--- config.mk ---
export PLATFORM = sky130hd
export DESIGN_NAME = result_select
export DESIGN_NICKNAME = d
export VERILOG_FILES = /design/src/hw/rv64_pkg.sv /design/src/hw/result_select.sv
export SDC_FILE = /design/constraint.sdc
export NUM_CORES = 1
export LEC_CHECK = 0
export BUFFER_PORTS_ARGS = -buffer_cell sky130_fd_sc_hd__buf_2
export CORE_MARGIN = 4
export CORE_UTILIZATION = 56
export DETAILED_ROUTE_END_ITERATION = 16
export PLACE_DENSITY_LB_ADDON = 0.3
export SETUP_SLACK_MARGIN = 0.3
export SLEW_MARGIN = 20
export SYNTH_ARGS = -nofsm -noshare
export SYNTH_HDL_FRONTEND = slang
export SYNTH_SLANG_ARGS = --single-unit
--- constraint.sdc ---
create_clock -name clk -period 5.5 [get_ports clk]
set_input_delay 1.1 -clock clk [delete_from_list [all_inputs] [get_ports clk]]
set_output_delay 1.1 -clock clk [all_outputs]
set_load 0.02 [all_outputs]
--- src/hw/rv64_pkg.sv ---
package rv64_pkg;

	typedef logic [63:0] xlen_t;      // Data and address word
	typedef logic [31:0] instr_t;     // Raw instruction
	typedef logic [4:0]  reg_addr_t;  // GPR index
	typedef logic [5:0]  mem_index_t; // Doubleword index into data memory

	typedef enum logic [3:0] {
		alu_add,
		alu_sub,
		alu_and,
		alu_or,
		alu_xor,
		alu_sll,
		alu_srl,
		alu_slt,
		alu_pass_b // LUI
	} alu_op_t;

	typedef enum logic [1:0] {
		wb_alu,
		wb_mem,
		wb_pc4
	} wb_sel_t;

	localparam logic [6:0] op_imm    = 7'b0010011;
	localparam logic [6:0] op_reg    = 7'b0110011;
	localparam logic [6:0] op_lui    = 7'b0110111;
	localparam logic [6:0] op_load   = 7'b0000011;
	localparam logic [6:0] op_store  = 7'b0100011;
	localparam logic [6:0] op_branch = 7'b1100011;
	localparam logic [6:0] op_jal    = 7'b1101111;

	// Branch kinds passed from decode to the PC logic
	localparam logic [1:0] br_eq = 2'd0;
	localparam logic [1:0] br_ne = 2'd1;
	localparam logic [1:0] br_lt = 2'd2;

	localparam xlen_t reset_pc  = 64'h0;
	localparam int    mem_depth = 64;

endpackage

--- src/hw/result_select.sv ---
`timescale 1ns/100ps

module result_select (
	input  logic              clk,
	input  logic              rst_n,
	input  rv64_pkg::xlen_t   alu_out,
	input  rv64_pkg::xlen_t   mem_data,
	input  rv64_pkg::xlen_t   imm,
	input  rv64_pkg::wb_sel_t wb_sel,
	input  logic              alu_zero,
	input  logic              alu_less,
	input  logic              branch,
	input  logic              jump,
	input  logic [1:0]        branch_kind,
	output rv64_pkg::xlen_t   rw_data,
	output rv64_pkg::xlen_t   pc_out
);
	import rv64_pkg::*;

	xlen_t pc_plus4;
	xlen_t branch_target; // Own adder, the ALU is doing the compare
	xlen_t next_pc;
	logic  taken;

	assign pc_plus4      = pc_out + 64'd4;
	assign branch_target = pc_out + imm;

	always_comb begin
		case (wb_sel)
			wb_mem:  rw_data = mem_data;
			wb_pc4:  rw_data = pc_plus4; // Link value for JAL
			default: rw_data = alu_out;
		endcase
	end

	always_comb begin
		case (branch_kind)
			br_eq:   taken = branch & alu_zero;
			br_ne:   taken = branch & ~alu_zero;
			br_lt:   taken = branch & alu_less;
			default: taken = 1'b0;
		endcase
	end

	assign next_pc = jump ? alu_out : (taken ? branch_target : pc_plus4);

	always_ff @(posedge clk or negedge rst_n) begin
		if (!rst_n) begin
			pc_out <= reset_pc;
		end else begin
			pc_out <= next_pc;
		end
	end

endmodule

==> impl_results.md <==
* FFs w/ async S/R, synth at 100%
* Synth top cells by count: nand2_1, o21ai_0, a21oi_1, nor2_1
* Post-DP HPWL at approximately 30,000 um
* Crit path DAT at approximately 3.9 ns
* DRT iter0 DRCs at just over 1,000
* Count of buffers from port buffering at between 300 and 400
* IR drop worst, VDD at 0.168 mV
* Worst hold path class: flip-flop to flip-flop
* Vias in the first global route at between 10,000 and 15,000
* Outcome: completed
* Mapped Avg Cell Area at 7.02 um2
* Syn. warnings at 0
* Post-synth EDFFs at 0
* Routed Antenna Nets at 0
* Max_slew headroom at a little over a third
* Drt drc at 0
* Met1 Use GR at 48.4%
* Synth cell types at between 60 and 70
* H-tree depth at 3
* Critical path type: flip-flop to primary output
* Core region area at 15,900 um2
* Gr usage total at 39.3%
* Sequential-to-total area share from yosys stat at between 10% and 20%
* Top cell type's share of synthesized area at between 15 and 20%
* Clock tree from TritonCTS: built
* Gr ovfl total at 0
* Fillers at 1,475
* CTS Root Buffer Type: clkbuf_16
* Max clock buf depth at 2
* Worst Skew at around 0.0090 ns
* Post-Place Worst Slack at ~1.0 ns
* Tot Pwr at about 0.0030 W
* Via Count at roughly 11,000
* Synthesized flop and latch total at between 60 and 70
* Worst-Skew Late Latency at 0.35 ns
* Number of flip-flops in the largest register at 64
* Worst EP required at between 4 and 5 ns
* Initial antenna violation count at 5
* Global-route wire length before repair at roughly 57,000 um
* Die width at 136 um
* Period utilisation layout at between 90% and 100%
* Count leader, synth: nand2_1
* RD Place Congestion at roughly 1.0
* Height of the die at roughly 140 um
* Minimum clock period at 4.97 ns
* Pwr dens at ~270 nW/um2
* Biggest register: pc_out
* Clock Sinks at 64
* Top FF cell, synth: dfrtp_1
* Starting Density at between 50 and 60%
* Syn Std Cell Area at 9140 um2
* Crit-path max cell delay at 0.64 ns
* Final WS setup at ~0.53 ns
* Gate Count Post-Synth at 1,302
* DR WL/cell at roughly 21 um
* Cts repair resizes at 0
* Synth area leaders: dfrtp_1, ha_1, nand2_1
* Met3 Usage GRT at 6.35%
* I/O pin cnt at 330
* Post-CTS Hold Buffers at 0
* Max Transition Viols Final at 0
* Biggest regs: pc_out: 64 flops
* Crit start category: flip-flop
* Syn nets at 1,574
* P_leak at between 5 and 6 nW
* Slew @ Worst Pin at roughly 1 ns
* Met2 Resource Use GR at around 68%
* Setup bufs post-CTS at 0
* Fraction of layout cells with a size suffix above 1 at about a quarter
* Most used routing layer: met2
* Worst path cell trace: nand4_1, nor2_1, and4_1, and2_2, nor2b_1, nand3_1, xnor2_1, a22oi_1, o21ai_0, buf_2
* Hold depth at 2
* First drt pass iteration count at 6
* Die area at about 18,000 um2
* Final hold vios at 0
* Cell Rows at 46
* Crit. End Element: primary output
* CP Max Fanout at 9
* Synth area leader: dfrtp_1
* Worst Reg2Reg Path Length in Cells at 11
* Setup violators final at 0
* RSZ-0062 raised after global routing: false
* WL final at roughly 37,000 um
* Max-cap violations at 0
* Fmax at roughly 200 MHz
* Largest net degree at the start of global routing at around 60
* Final #Nets at 1,834
* Slowest CP cell: nor2b_1
* Clock transition at path regs at about 0.060 ns
* Vias per cell at 6.32
* Area delta synth->final at 21.4%
* Setup TNS at 0 ns
* CTS buffer count at 9
final cells by class:
type	count	area [um2]	area share [%]
well taps	216	270	2.44
multi-input cells	1112	7040	63.5
clock inverters	5	58.8	0.530
flip-flops and latches	64	1600	14.4
diodes	3	7.51	0.0677
inverters	36	135	1.22
repair buffers	339	1750	15.8
clock buffers	10	229	2.07
power breakdown:
group,internal [W],switching [W],leakage [nW],total [W]
Clock,0.000349,0.000250,0.135,0.000599
Sequential,0.000537,0.000117,0.728,0.000654
Combinational,0.000644,0.00110,4.18,0.00175
cell families (layout without fill, tap and decap cells):
group,after synthesis,after routing,share of synthesized area [%]
AOI/OAI and AO/OA,470,470,32.0
other,0,3,0
adders and majority gates,70,70,9.67
DFF,64,64,17.5
xor gates and xnor gates,112,112,10.7
muxes,15,15,1.79
buffers and inverters,126,390,5.61
and+or+nand+nor,445,445,22.7
worst paths after layout:
check	start	to	slack (ns)
max	pc_out[2]	rw_data[57]	0.53
min	pc_out[1]	pc_out[1]	0.66
max reg2reg	pc_out[41]	pc_out[58]	1.87
min reg2reg	pc_out[1]	pc_out[1]	0.66
max in group asynchronous	rst_n	pc_out[39]	3.64
min in group asynchronous	rst_n	pc_out[3]	0.86
worst max-delay path: cells and delay by family, from the launching register on:
kind                   cells  cell delay, ns
AO/OA/AOI/OAI              2            0.44
XOR/XNOR                   1            0.22
buffers and inverters      1            0.25
flip-flops                 1            0.46
AND/OR/NAND/NOR            6            2.16
per-layer routing:
layer  vias up  wire length [um]  part of all wire [%]
li1       5264                 -                     -
met1      5225             14400                    38
met2       667             17900                    48
met3       129              3530                   9.4
met4         4              1580                   4.2
met5         -                34                 0.091
cells in the final DEF, fill, tap and decap left out, types with 16 or more instances in the layout:
master / Yosys / routed
a21o_1: 22 / 22
a21oi_1: 121 / 121
a22oi_1: 58 / 58
a31oi_1: 21 / 21
and3_1: 16 / 16
buf_2: 16 / 329
dfrtp_1: 64 / 64
ha_1: 69 / 67
inv_1: 35 / 35
nand2_1: 189 / 189
nand3_1: 37 / 37
nand4_1: 31 / 31
nor2_1: 92 / 92
nor3_1: 19 / 19
o21a_1: 16 / 16
o21ai_0: 139 / 139
o21bai_1: 20 / 20
xnor2_1: 69 / 69
xor2_1: 43 / 43
per-stage QoR:
step                      cells  instance area, um2  hold slack, ns  utilization, %
after global routing       1785               11100           0.702            69.5
after CTS                  1782               11100           0.662            69.5
after detailed placement   1767               10800           0.649            67.7
final                      1785               11100           0.658            69.5
after floorplan            1302                9140           0.716               -
after global placement     1767               10800           0.598            67.7
(Power assumes the default switching activity.)
