## config.mk

```make
export PLATFORM = sky130hd
export DESIGN_NAME = reg_file
export DESIGN_NICKNAME = d
export VERILOG_FILES = /design/src/hw/rv64_pkg.sv /design/src/hw/reg_file.sv
export SDC_FILE = /design/constraint.sdc
export NUM_CORES = 2
export LEC_CHECK = 0
export BUFFER_PORTS_ARGS = -buffer_cell sky130_fd_sc_hd__buf_4
export CAP_MARGIN = 20
export CORE_MARGIN = 8
export CORE_UTILIZATION = 40
export CTS_CLUSTER_DIAMETER = 150
export DETAILED_ROUTE_END_ITERATION = 10
export PLACE_DENSITY = 0.64
export SLEW_MARGIN = 30
export SYNTH_ARGS = -nofsm -noshare
export SYNTH_HDL_FRONTEND = slang
export SYNTH_SLANG_ARGS = --single-unit
```

## constraint.sdc

```tcl
create_clock -name clk -period 8.3 [get_ports clk]
set_input_delay 1.66 -clock clk [delete_from_list [all_inputs] [get_ports clk]]
set_output_delay 1.66 -clock clk [all_outputs]
set_load 0.05 [all_outputs]
```

## src/hw/rv64_pkg.sv

```systemverilog
package rv64_pkg;

	typedef logic [63:0] xlen_t;      // Data and address word
	typedef logic [31:0] instr_t;     // Raw instruction
	typedef logic [4:0]  reg_addr_t;  // GPR index
	typedef logic [5:0]  mem_index_t; // Doubleword index into data memory

	typedef enum logic [3:0] {
		alu_add,
		alu_sub,
		alu_and,
		alu_or,
		alu_xor,
		alu_sll,
		alu_srl,
		alu_slt,
		alu_pass_b // LUI
	} alu_op_t;

	typedef enum logic [1:0] {
		wb_alu,
		wb_mem,
		wb_pc4
	} wb_sel_t;

	localparam logic [6:0] op_imm    = 7'b0010011;
	localparam logic [6:0] op_reg    = 7'b0110011;
	localparam logic [6:0] op_lui    = 7'b0110111;
	localparam logic [6:0] op_load   = 7'b0000011;
	localparam logic [6:0] op_store  = 7'b0100011;
	localparam logic [6:0] op_branch = 7'b1100011;
	localparam logic [6:0] op_jal    = 7'b1101111;

	// Branch kinds passed from decode to the PC logic
	localparam logic [1:0] br_eq = 2'd0;
	localparam logic [1:0] br_ne = 2'd1;
	localparam logic [1:0] br_lt = 2'd2;

	localparam xlen_t reset_pc  = 64'h0;
	localparam int    mem_depth = 64;

endpackage

```

## src/hw/reg_file.sv

```systemverilog
`timescale 1ns/100ps

module reg_file (
	input  logic                clk,
	input  logic                rst_n,
	input  rv64_pkg::reg_addr_t ra,
	input  rv64_pkg::reg_addr_t rb,
	input  rv64_pkg::reg_addr_t rw,
	input  rv64_pkg::xlen_t     rw_data,
	input  logic                reg_write,
	output rv64_pkg::xlen_t     ra_data,
	output rv64_pkg::xlen_t     rb_data
);
	import rv64_pkg::*;

	xlen_t regs [1:31]; // x0 has no storage

	always_ff @(posedge clk or negedge rst_n) begin
		if (!rst_n) begin
			for (int i = 1; i < 32; i++) begin
				regs[i] <= '0;
			end
		end else if (reg_write && rw != '0) begin
			regs[rw] <= rw_data;
		end
	end

	assign ra_data = (ra == '0) ? '0 : regs[ra];
	assign rb_data = (rb == '0) ? '0 : regs[rb];

endmodule

```

==> summary.txt <==
Route
  – Vias per inst: 6.37
  – Detailed Route WL: 355,000 microns
  – DR DRC count: 0
  – Antenna-violating nets left: 0
  – Starting DRT DRC Count: 7,116
  – WL/cell: 32.4 microns
  – Drt pass-1 iters: 5
  – Vias: 69,900

Clock tree
  – CTS Buf Count: 208
  – CTS tree: yes
  – Root buffer cell: clkbuf_16
  – Worst-path clk slew: 0.06 ns
  – H-tree depth: 4
  – Setup Fix Bufs, Post-CTS: 0
  – Cts repair resizes: 0
  – # hold bufs at CTS: 0
  – Clock latency on the worst-skew pair: 0.88 ns
  – Maximum root-to-sink buffer count: 3
  – Clk sink count: 1,984

Setup path
  – Worst EP arrival: 4.97 ns
  – Startpoint Class: primary input
  – R2r setup slk: 7.48 ns
  – Setup crit end: rb_data[34]
  – Reg2reg end: regs[866]
  – CP Data Required Time: 6.64 ns
  – R2R cell count: 1
  – R2r startpoint: regs[866]
  – Critical path launch point: rb[0]
  – Crit Path Max Fanout: 53
  – Worst setup EP type: output pin
  – CP Class: primary input to output pin

STA
  – Clock Skew: 0 ns
  – Peak Freq: 151 MHz
  – Minimum clock period: 6.63 ns
  – Final-report setup violation count: 0
  – Period utilization: 79.9%
  – TNS Setup: 0 ns
  – Worst Tran Pin Value: 1.08 ns
  – Worst Hold Margin: 0.523 ns
  – Headroom to the max-slew limit: 27.9%
  – Final hold vios: 0
  – Pins Over Slew Limit: 0
  – RSZ-0062 raised after global routing: false

Logic synthesis
  – Netlist Area Pre-Place: 0.107 sq mm
  – Share of the synthesized area in the top cell type: 46.5%
  – Avg Synthesized Cell Area: 14.3 sq um
  – Synth Flop Type: dfrtp_1
  – Net count after synthesis: 7,531
  – Register bit count reported by yosys: 1,984
  – Mapped Cells: 7,449
  – Sequential area share after synthesis: 46.5%
  – Distinct cells, synth: 44
  – Synth warnings: 0
  – Post-synth ARST share: 100%
  – Cell taking the most area after synthesis: dfrtp_1
  – Number of enable flip-flop cells after synthesis: 0
  – Synth top area cells: dfrtp_1, mux2_2, mux4_2

Job
  – Max-cap violations: 0

Finish
  – Biggest regs: regs x1984
  – Final Non-Filler Cells: 11,000
  – Largest register by flop count: regs
  – Max reg flops: 1,984
  – Post-route cell area: 0.119 sq mm
  – Area growth, synth to finish: 11.3%
  – Fin nets: 7,331
  – Fraction of layout cells with a size suffix above 1: 50.0%

Power
  – Pleak: 51.4 nW
  – Switching power: 8.33 mW
  – Comb pwr share: 22.2%
  – Power Density: 243 mW/mm^2
  – Total power: 28.9 mW
  – Clock power frac: 32.8%
  – Flop pwr share: 45.0%
  – Maximum VDD drop: 0.194 mV
  – Internal power: 20.6 mW
  – Switching share of total power: 28.8%

Placed design
  – Placed insts: 10,600
  – GPL Wtd Cong: 0.801
  – Placed Area: 0.112 sq mm
  – I/O Buffers: 209
  – Detailed Place HPWL: 199,000 microns

Die
  – DIE WIDTH: 532 microns
  – Starting density of the core: 40.2%
  – I/O Pins: 210
  – Row Count: 189
  – Core Box Area: 0.265 sq mm
  – Die height: 532 microns
  – DIE AREA: 0.283 sq mm

Global route
  – Number of global-route vias before repair: 72,900
  – Total GRT Usage: 24.4%
  – Initial antenna violation count: 29
  – Largest net degree at the start of global routing: 169
  – GRT overflow: 0
  – First-pass GRT wire length: 520,000 microns

Hold path
  – Worst Hold Class: flop to flop

Outcome
  – Status: completed
metrics by stage:
step | utilization, % | worst slack (ns)
after CTS | 44.7 | 1.67
final | 44.8 | 1.67
after floorplan | - | 2.62
after detailed placement | 42.1 | 1.66
after global routing | 44.8 | 1.47
after global placement | 42.0 | 1.66
power groups by stage:
| stage | combinational, mW | clock, mW | sequential (mW) |
|---|---|---|---|
| 5_1_grt | 6.86 | 10.0 | 13.2 |
| 3_5_place_dp | 6.43 | 0 | 13.1 |
| 4_1_cts | 6.45 | 9.62 | 12.9 |
| 3_3_place_gp | 6.27 | 0 | 12.9 |
| 2_1_floorplan | 4.94 | 0 | 12.6 |
| 6_report | 6.43 | 9.47 | 13.0 |
routing by layer:
metal  wire length (microns)  part of all wire (%)  up-vias  track usage [%]
li1                        -                     -    28100                -
met1                  146000                    41    37900             32.9
met2                  165000                    47     3107             38.5
met3                   27300                   7.7      764             5.03
met4                   15600                   4.4       20             10.4
met5                     126                 0.036        -                0
worst min path at each step:
stage                     startpoint         end  slack [ns]  cells after the start
final                     regs[1802]  regs[1802]        0.52                      1
after global placement    regs[1838]  regs[1838]        0.50                      1
after CTS                  regs[884]   regs[884]        0.52                      1
after global routing       regs[110]   regs[110]        0.54                      1
after floorplan           regs[1795]  regs[1795]        0.49                      1
after detailed placement  regs[1813]  regs[1813]        0.51                      1
critical path, stage by stage:
cell and delay, ns:
buf_8 0.51, buf_4 0.67, buf_4 0.55, mux4_2 0.32, mux2i_1 0.06, nand2_1 0.08, o21ai_0 0.09, a211oi_1 0.60
buf_4 0.32
synthesized netlist by cell type (4+ instances only):
master / count
o22a_1: 4
buf_2: 251
a2111oi_0: 4
o22ai_1: 9
dfrtp_1: 1984
nor2b_1: 121
a22oi_1: 75
a211oi_1: 4
o221ai_1: 15
buf_6: 15
clkbuf_1: 446
o21ai_0: 105
mux2_4: 6
a31oi_1: 68
nand3_1: 19
buf_1: 49
nor2_2: 7
o32a_1: 18
mux2i_1: 458
nor3_1: 88
and2_1: 4
mux4_2: 748
or3_1: 16
mux2_2: 2178
a21o_1: 9
a221oi_1: 119
nand2_1: 253
o211ai_1: 79
a211o_1: 9
nand2b_1: 8
nor2_1: 98
a311oi_1: 8
buf_4: 41
a21oi_1: 121
cell families (layout without fill, tap and decap cells):
group	count (synthesis)	count (layout)	share of synthesized area, %
other	0	15	0
multiplexers	3391	3391	43.2
buffers and inverters	803	775	3.37
flip-flops	1984	1984	46.5
AND/OR/NAND/NOR	620	620	2.69
AO/OA/AOI/OAI	651	651	4.21
cells in the final DEF (no fill, tap or decap), drive strengths merged, types with 9 or more instances in the layout:
cell	count
diode	15
nand2	254
a221oi	120
a21oi	121
o21ai	105
o32a	18
nor3	88
mux4	748
or3	16
clkbuf	325
mux2	2185
o211ai	79
o22ai	9
nor2b	121
a21o	9
buf	392
a211o	9
nand3	19
mux2i	458
dfrtp	1984
a31oi	68
clkinv	44
o221ai	15
nor2	105
a22oi	75
cell type report:
| class | instances | area (sq um) |
|---|---|---|
| Sequential cell | 1984 | 49600 |
| Multi-Input combinational cell | 4662 | 53800 |
| Clock buffer | 325 | 6310 |
| Fill cell | 23400 | 146000 |
| Timing Repair Buffer | 392 | 3830 |
| Antenna cell | 15 | 37.5 |
| Inverter | 1 | 6.26 |
| Clock inverter | 57 | 592 |
| Tap cell | 3533 | 4420 |
Note: power is estimated with default switching activity, not from simulation.
