<file path="src/hw/rv64_pkg.sv">
package rv64_pkg;

	typedef logic [63:0] xlen_t;      // Data and address word
	typedef logic [31:0] instr_t;     // Raw instruction
	typedef logic [4:0]  reg_addr_t;  // GPR index
	typedef logic [5:0]  mem_index_t; // Doubleword index into data memory

	typedef enum logic [3:0] {
		alu_add,
		alu_sub,
		alu_and,
		alu_or,
		alu_xor,
		alu_sll,
		alu_srl,
		alu_slt,
		alu_pass_b // LUI
	} alu_op_t;

	typedef enum logic [1:0] {
		wb_alu,
		wb_mem,
		wb_pc4
	} wb_sel_t;

	localparam logic [6:0] op_imm    = 7'b0010011;
	localparam logic [6:0] op_reg    = 7'b0110011;
	localparam logic [6:0] op_lui    = 7'b0110111;
	localparam logic [6:0] op_load   = 7'b0000011;
	localparam logic [6:0] op_store  = 7'b0100011;
	localparam logic [6:0] op_branch = 7'b1100011;
	localparam logic [6:0] op_jal    = 7'b1101111;

	// Branch kinds passed from decode to the PC logic
	localparam logic [1:0] br_eq = 2'd0;
	localparam logic [1:0] br_ne = 2'd1;
	localparam logic [1:0] br_lt = 2'd2;

	localparam xlen_t reset_pc  = 64'h0;
	localparam int    mem_depth = 64;

endpackage

</file>
<file path="src/hw/instr_decode.sv">
`timescale 1ns/100ps

module instr_decode (
	input  rv64_pkg::instr_t    inst,
	output rv64_pkg::reg_addr_t ra,
	output rv64_pkg::reg_addr_t rb,
	output rv64_pkg::reg_addr_t rw,
	output rv64_pkg::xlen_t     imm,
	output rv64_pkg::alu_op_t   alu_op,
	output logic                alu_src,
	output logic                pc_to_a,
	output logic                reg_write,
	output logic                mem_write,
	output logic                branch,
	output logic [1:0]          branch_kind,
	output logic                jump,
	output rv64_pkg::wb_sel_t   wb_sel
);
	import rv64_pkg::*;

	logic [6:0] opcode;
	logic [2:0] funct3;
	logic [6:0] funct7;
	xlen_t      imm_i;
	xlen_t      imm_s;
	xlen_t      imm_b;
	xlen_t      imm_u;
	xlen_t      imm_j;

	assign opcode = inst[6:0];
	assign funct3 = inst[14:12];
	assign funct7 = inst[31:25];

	assign ra = inst[19:15];
	assign rb = inst[24:20];
	assign rw = inst[11:7];

	assign imm_i = {{52{inst[31]}}, inst[31:20]};
	assign imm_s = {{52{inst[31]}}, inst[31:25], inst[11:7]};
	assign imm_b = {{51{inst[31]}}, inst[31], inst[7], inst[30:25], inst[11:8], 1'b0};
	assign imm_u = {{32{inst[31]}}, inst[31:12], 12'b0};
	assign imm_j = {{43{inst[31]}}, inst[31], inst[19:12], inst[20], inst[30:21], 1'b0};

	always_comb begin
		imm         = imm_i;
		alu_op      = alu_add;
		alu_src     = 1'b0;
		pc_to_a     = 1'b0;
		reg_write   = 1'b0;
		mem_write   = 1'b0;
		branch      = 1'b0;
		branch_kind = br_eq;
		jump        = 1'b0;
		wb_sel      = wb_alu;
		case (opcode)
			op_imm: begin
				alu_src   = 1'b1;
				reg_write = 1'b1;
				case (funct3)
					3'b000:  alu_op = alu_add;
					3'b100:  alu_op = alu_xor;
					3'b110:  alu_op = alu_or;
					3'b111:  alu_op = alu_and;
					default: reg_write = 1'b0; // Unsupported immediate op
				endcase
			end
			op_reg: begin
				reg_write = 1'b1;
				case (funct3)
					3'b000:  alu_op = (funct7 == 7'b0100000) ? alu_sub : alu_add;
					3'b001:  alu_op = alu_sll;
					3'b010:  alu_op = alu_slt;
					3'b100:  alu_op = alu_xor;
					3'b101:  alu_op = alu_srl;
					3'b110:  alu_op = alu_or;
					default: alu_op = alu_and; // funct3 111
				endcase
			end
			op_lui: begin
				imm       = imm_u;
				alu_src   = 1'b1;
				alu_op    = alu_pass_b;
				reg_write = 1'b1;
			end
			op_load: begin
				alu_src   = 1'b1; // Address is rs1 + imm
				reg_write = 1'b1;
				wb_sel    = wb_mem;
			end
			op_store: begin
				imm       = imm_s;
				alu_src   = 1'b1;
				mem_write = 1'b1;
			end
			op_branch: begin
				imm    = imm_b;
				alu_op = alu_sub; // Flags compare rs1 with rs2
				case (funct3)
					3'b000:  begin branch = 1'b1; branch_kind = br_eq; end
					3'b001:  begin branch = 1'b1; branch_kind = br_ne; end
					3'b100:  begin branch = 1'b1; branch_kind = br_lt; end
					default: branch = 1'b0;
				endcase
			end
			op_jal: begin
				imm       = imm_j;
				pc_to_a   = 1'b1; // Target = pc + imm through the ALU
				alu_src   = 1'b1;
				jump      = 1'b1;
				reg_write = 1'b1;
				wb_sel    = wb_pc4;
			end
			default: ; // Unknown opcode behaves as a no-op
		endcase
	end

endmodule

</file>
<file path="config.mk">
export PLATFORM = sky130hd
export DESIGN_NAME = instr_decode
export DESIGN_NICKNAME = d
export VERILOG_FILES = /design/src/hw/rv64_pkg.sv /design/src/hw/instr_decode.sv
export SDC_FILE = /design/constraint.sdc
export NUM_CORES = 1
export LEC_CHECK = 0
export ABC_AREA = 1
export BUFFER_PORTS_ARGS = -buffer_cell sky130_fd_sc_hd__buf_4
export CORE_MARGIN = 1.5
export CORE_UTILIZATION = 39
export DETAILED_ROUTE_END_ITERATION = 10
export PLACE_DENSITY = 0.94
export SETUP_SLACK_MARGIN = 0.02
export SLEW_MARGIN = 20
export SYNTH_ARGS = -nofsm -noshare
export SYNTH_HDL_FRONTEND = slang
export SYNTH_SLANG_ARGS = --single-unit
export TNS_END_PERCENT = 50
</file>
<file path="constraint.sdc">
create_clock -name vclk -period 1.7
set_input_delay 0.34 -clock vclk [all_inputs]
set_output_delay 0.34 -clock vclk [all_outputs]
set_load 0.01 [all_outputs]
</file>
==> results of run 1 <==
-- layout make-up --
type | instances | area [sq um] | share of cell area
multi-input combinational | 167 | 912 | 0.386
tap | 44 | 55.1 | 0.0233
inverter | 25 | 101 | 0.0429
timing repair buffer | 157 | 1300 | 0.548
-- placed cells by master, fill, tap and decap left out --
master / instances
inv_2: 2
nand3_4: 1
nand3_1: 29
o21ai_0: 3
or2_1: 1
inv_1: 20
nor4_2: 1
buf_4: 133
nor2_2: 6
nor2_1: 32
buf_6: 18
buf_2: 1
nand3b_1: 1
buf_8: 3
nand2_8: 1
clkbuf_16: 1
o21bai_1: 1
nand3_2: 4
nand4_1: 8
a21oi_1: 1
nand2_1: 52
nor2_4: 4
buf_12: 1
nand2_2: 12
nand2_4: 10
inv_4: 3
-- repair_timing --
item	in CTS	in global routing
hold endpoints to repair	0	0
resized for setup	18	53
pin swaps	3	8
gates cloned	0	4
endpoints found under the setup margin	35	38
setup buffers	0	7
hold buffers	0	0
-- cells by family (layout without fill, tap and decap cells) --
kind of cell | Yosys count | count (layout) | share of synthesized area
buf+inv | 83 | 182 | 0.407
simple gates | 160 | 162 | 0.571
compound gates | 5 | 5 | 0.0213
-- power breakdown --
group / total, mW / switching, mW / internal, mW
clock network: 0 / 0 / 0
logic: 0.517 / 0.253 / 0.264
registers: 0 / 0 / 0
-- layer usage --
layer  track usage  vias up
li1              -      934
met1         0.264      885
met2         0.452      161
met3        0.0149       31
met4        0.0776        0
met5             0        -
-- critical path, stage by stage --
cell and delay [ns]:
buf_8 0.10, inv_2 0.04, nand2_2 0.06, nor2_4 0.20, buf_4 0.18, nand2_1 0.14, nor2_1 0.20, nor2_1 0.08
nand2_1 0.09, buf_4 0.12
-- through the flow --
stage | setup slack, ns | power, mW | TNS, ns
2_1_floorplan | 0.125 | 0.232 | 0
3_3_place_gp | -0.106 | 0.432 | -1.02
3_5_place_dp | -0.198 | 0.440 | -2.58
4_1_cts | 0.00273 | 0.451 | 0
5_1_grt | -0.237 | 0.546 | -2.90
6_report | -0.198 | 0.517 | -1.59
-- path summary, 6_finish.rpt --
path / endpoint / slack, ns / cells after the start
worst max-delay path: imm[1] / -0.20 / 10
worst min-delay path: ra[0] / 0.87 / 2
==> flow_summary_export.csv, run 1 <==
group,metric,value,unit
run_status,status,"finished, violations left",
run_status,violations,"setup timing",
global_route,first_global_vias,1632,
detailed_routing,met1_length,2.04,mm
die,rows,20,
detailed_routing,wire_per_inst,14.5,um
hold_path,hold_start,"inst[15]",
detailed_routing,drc,0,
die,io-pin-count,125,
global_route,antenna_found_initial,0,
worst_setup_path,start_kind,"primary input",
timing,relSlewSlack,0.799,
detailed_routing,vias_per_cell,5.12,
detailed_routing,dr.first_iter.drc_count,161,
final_layout,area_growth,83.3,%
synth,ys_seq_area_frac,0,
timing,fin_crit,1.90,ns
synth,yosysMostFrequentCell,"nand2_1",
final_layout,n_clock_buffer,0,
timing,setup_ws,-0.198,ns
timing,finalSetupViolations,20,
die,core_area,0.00310,sq mm
final_layout,stdcell_count,393,
placed_design,port_buffers,125,
global_route,grt_use_total,0.232,
die,dieArea,0.00366,sq mm
final_layout,diodes,0,
worst_setup_path,critPathArrivalTime,1.56,ns
timing,maxSlewViolCount,0,
timing,min_period_over_period,1.12,
timing,worst_pin_slew,0.299,ns
synth,avgSynthCellArea,5.20,sq um
pwr,leakage,1.46,nW
global_route,grt_overflow,0,
die,die_w,60.5,um
placed_design,place.gp.congestion,0.846,
timing,finalHoldViolCount,0,
detailed_routing,top_layer,"met4",
die,die_y,60.5,um
synth,synthTopCellsByCount,"70 x nand2_1, 52 x buf_4, 40 x nor2_1, 31 x nand3_1, 24 x inv_1",
final_layout,fin_area,0.00236,sq mm
global_route,grt_max_degree,34,
final_layout,final_core_util,0.762,
worst_setup_path,worstSetupStartpoint,"inst[3]",
pwr,powerDensity,219,mW/mm^2
worst_setup_path,critPathMaxFanout,6,
final_layout,layout.nets,383,
worst_setup_path,critical_path_class,"in -> out",
synth,synth_top_cell_by_area,"buf_4",
die,initial_core_util,0.416,
synth,synth.distinct_cells,23,
detailed_routing,drtAntennaViolNets,0,
final_layout,drive_gt1_frac,0.576,
detailed_routing,routed_wl,5.72,mm
synth,syn_nets,280,
synth,yosys_warnings,0,
placed_design,hpwl,3.67,mm
final_layout,seq_cells,0,
detailed_routing,num_vias,2011,
final_layout,final-seq-area,0,sq um
global_route,grt_first_pass_wirelength,6.68,mm
timing,rsz0062_at_grt,"true",
synth,synth.area.top_cells,"buf_4 30%, nand2_1 20%, nand3_1 12%",
synth,synth_cells,248,
detailed_routing,dr_wl_met2,2.82,mm
synth,yosys.area.top_type_share,0.303,
timing,fmax,527,MHz
final_layout,fillerInstances,245,
placed_design,dpl_cell_area,0.00206,sq mm
detailed_routing,wl_met3,587,um
worst_setup_path,crit_required,1.36,ns
timing,whs,0.870,ns
job,cap_violations,0,
placed_design,dp_cells,384,
worst_setup_path,critPathCaptureType,"output port",
synth,syn_area,0.00129,sq mm
hold_path,hold_path.class,"in -> out",
detailed_routing,drt_pass1_iterations,4,
pwr,ir_drop,0.134,mV
No activity file was read; power rests on OpenSTA's default activity.
==> inputs of run 2 (changes only) <==
- SETUP_SLACK_MARGIN: 0.02 -> not set
==> run 2 against run 1 <==
  * The run still ends with setup timing left
  * Total power hardly changed
  * Cell area is 1.1% lower
  * Via count down 3.4%
  * Die area did not move
  * Combinational power is essentially flat
  * Global-route usage shrank 1.0 points
  * Worst hold slack worse by 0.00076 ns
  * Sequential cell count did not move
  * Core utilization down 0.81 points
  * Critical path depth down 1
  * Highest routed layer unchanged
==> flow_summary_export.csv, run 2 (synthesis gave the netlist of run 1 again) <==
group,metric,value,unit
run_status,status,"finished, violations left",
run_status,violations,"setup timing",
die,io-pin-count,125,
final_layout,mostFrequentLayoutCells,"135 x buf_4, 54 x nand2_1, 33 x nor2_1, 31 x nand3_1, 20 x inv_1",
detailed_routing,drtAntennaViolNets,0,
placed_design,hpwl,3.67,mm
detailed_routing,num_vias,1943,
final_layout,seq_cells,0,
timing,finalSetupViolations,19,
global_route,first_global_vias,1614,
die,die_w,60.5,um
timing,rsz0062_at_grt,"true",
global_route,grt_overflow,0,
timing,min_period_over_period,1.08,
placed_design,dpl_cell_area,0.00206,sq mm
pwr,leakage,1.42,nW
worst_setup_path,crit_required,1.36,ns
final_layout,n_clock_buffer,0,
detailed_routing,drt_pass1_iterations,4,
timing,fin_crit,1.84,ns
global_route,grt_first_pass_wirelength,6.46,mm
die,die_y,60.5,um
placed_design,port_buffers,125,
final_layout,drive_gt1_frac,0.555,
detailed_routing,dr.first_iter.drc_count,197,
die,core_area,0.00310,sq mm
die,initial_core_util,0.416,
detailed_routing,routed_wl,5.36,mm
worst_setup_path,critPathMaxFanout,11,
final_layout,final_core_util,0.754,
die,rows,20,
hold_path,hold_path.class,"in -> out",
detailed_routing,wire_per_inst,13.8,um
job,cap_violations,0,
pwr,powerDensity,221,mW/mm^2
worst_setup_path,critical_path_class,"in -> out",
cts,cts_hold_buf,0,
final_layout,mostFrequentLayoutCell,"buf_4",
final_layout,fin_area,0.00234,sq mm
worst_setup_path,critPathCaptureType,"output port",
detailed_routing,drc,0,
timing,fmax,544,MHz
timing,finalHoldViolCount,0,
worst_setup_path,critPathArrivalTime,1.50,ns
die,dieArea,0.00366,sq mm
placed_design,place.gp.congestion,0.846,
global_route,grt_max_degree,34,
timing,whs,0.869,ns
global_route,antenna_found_initial,0,
worst_setup_path,start_kind,"primary input",
timing,worst_pin_slew,0.346,ns
timing,final.setup.tns,-1.64,ns
detailed_routing,vias_per_cell,5.01,
timing,maxSlewViolCount,0,
final_layout,layout.nets,378,
global_route,grt_use_total,0.221,
timing,relSlewSlack,0.767,
final_layout,final-seq-area,0,sq um
pwr,ir_drop,0.140,mV
final_layout,area_growth,81.4,%
final_layout,diodes,0,
timing,setup_ws,-0.138,ns
run 2: routing by layer:
layer	track usage	wire length, um	vias to the layer above	share of wire
li1	-	-	916	-
met1	0.255	1940	859	0.36
met2	0.430	2720	146	0.51
met3	0.0128	512	22	0.096
met4	0.0745	192	0	0.036
met5	0	0	-	0
run 2: final cells by class:
type	count	area, sq um
multi-input combinational	165	897
fill	242	763
inverter	25	109
tap	44	55.1
timing repair buffer	154	1280
run 2: path summary, 6_finish.rpt:
kind | endpoint | depth (start not counted) | from | slack, ns
setup / recovery | imm[26] | 9 | inst[5] | -0.14
hold / removal | ra[0] | 2 | inst[15] | 0.87
run 2: critical path: stages:
cell and delay [ns]:
buf_4 0.15, nand2_4 0.10, nor2_4 0.06, buf_4 0.14
nand3_1 0.16, nand2_4 0.13, nor2_1 0.23, nand2_4 0.07
buf_6 0.12
run 2: power breakdown:
group / switching (mW) / internal (mW)
sequential: 0 / 0
combinational: 0.251 / 0.266
clock: 0 / 0
run 2: timing repair:
item	in CTS	in global routing
endpoints found under the setup margin	28	38
pin swaps	1	13
cloned	0	1
resized for setup	13	55
setup buffers	0	3
run 2: per-stage QoR:
stage               worst slack [ns]  cells  power (mW)
floorplan                      0.125    248       0.232
global placement              -0.106    384       0.432
detailed placement            -0.198    384       0.440
CTS                          -0.0113    384       0.449
global route                  -0.197    388       0.548
finish                        -0.138    388       0.517
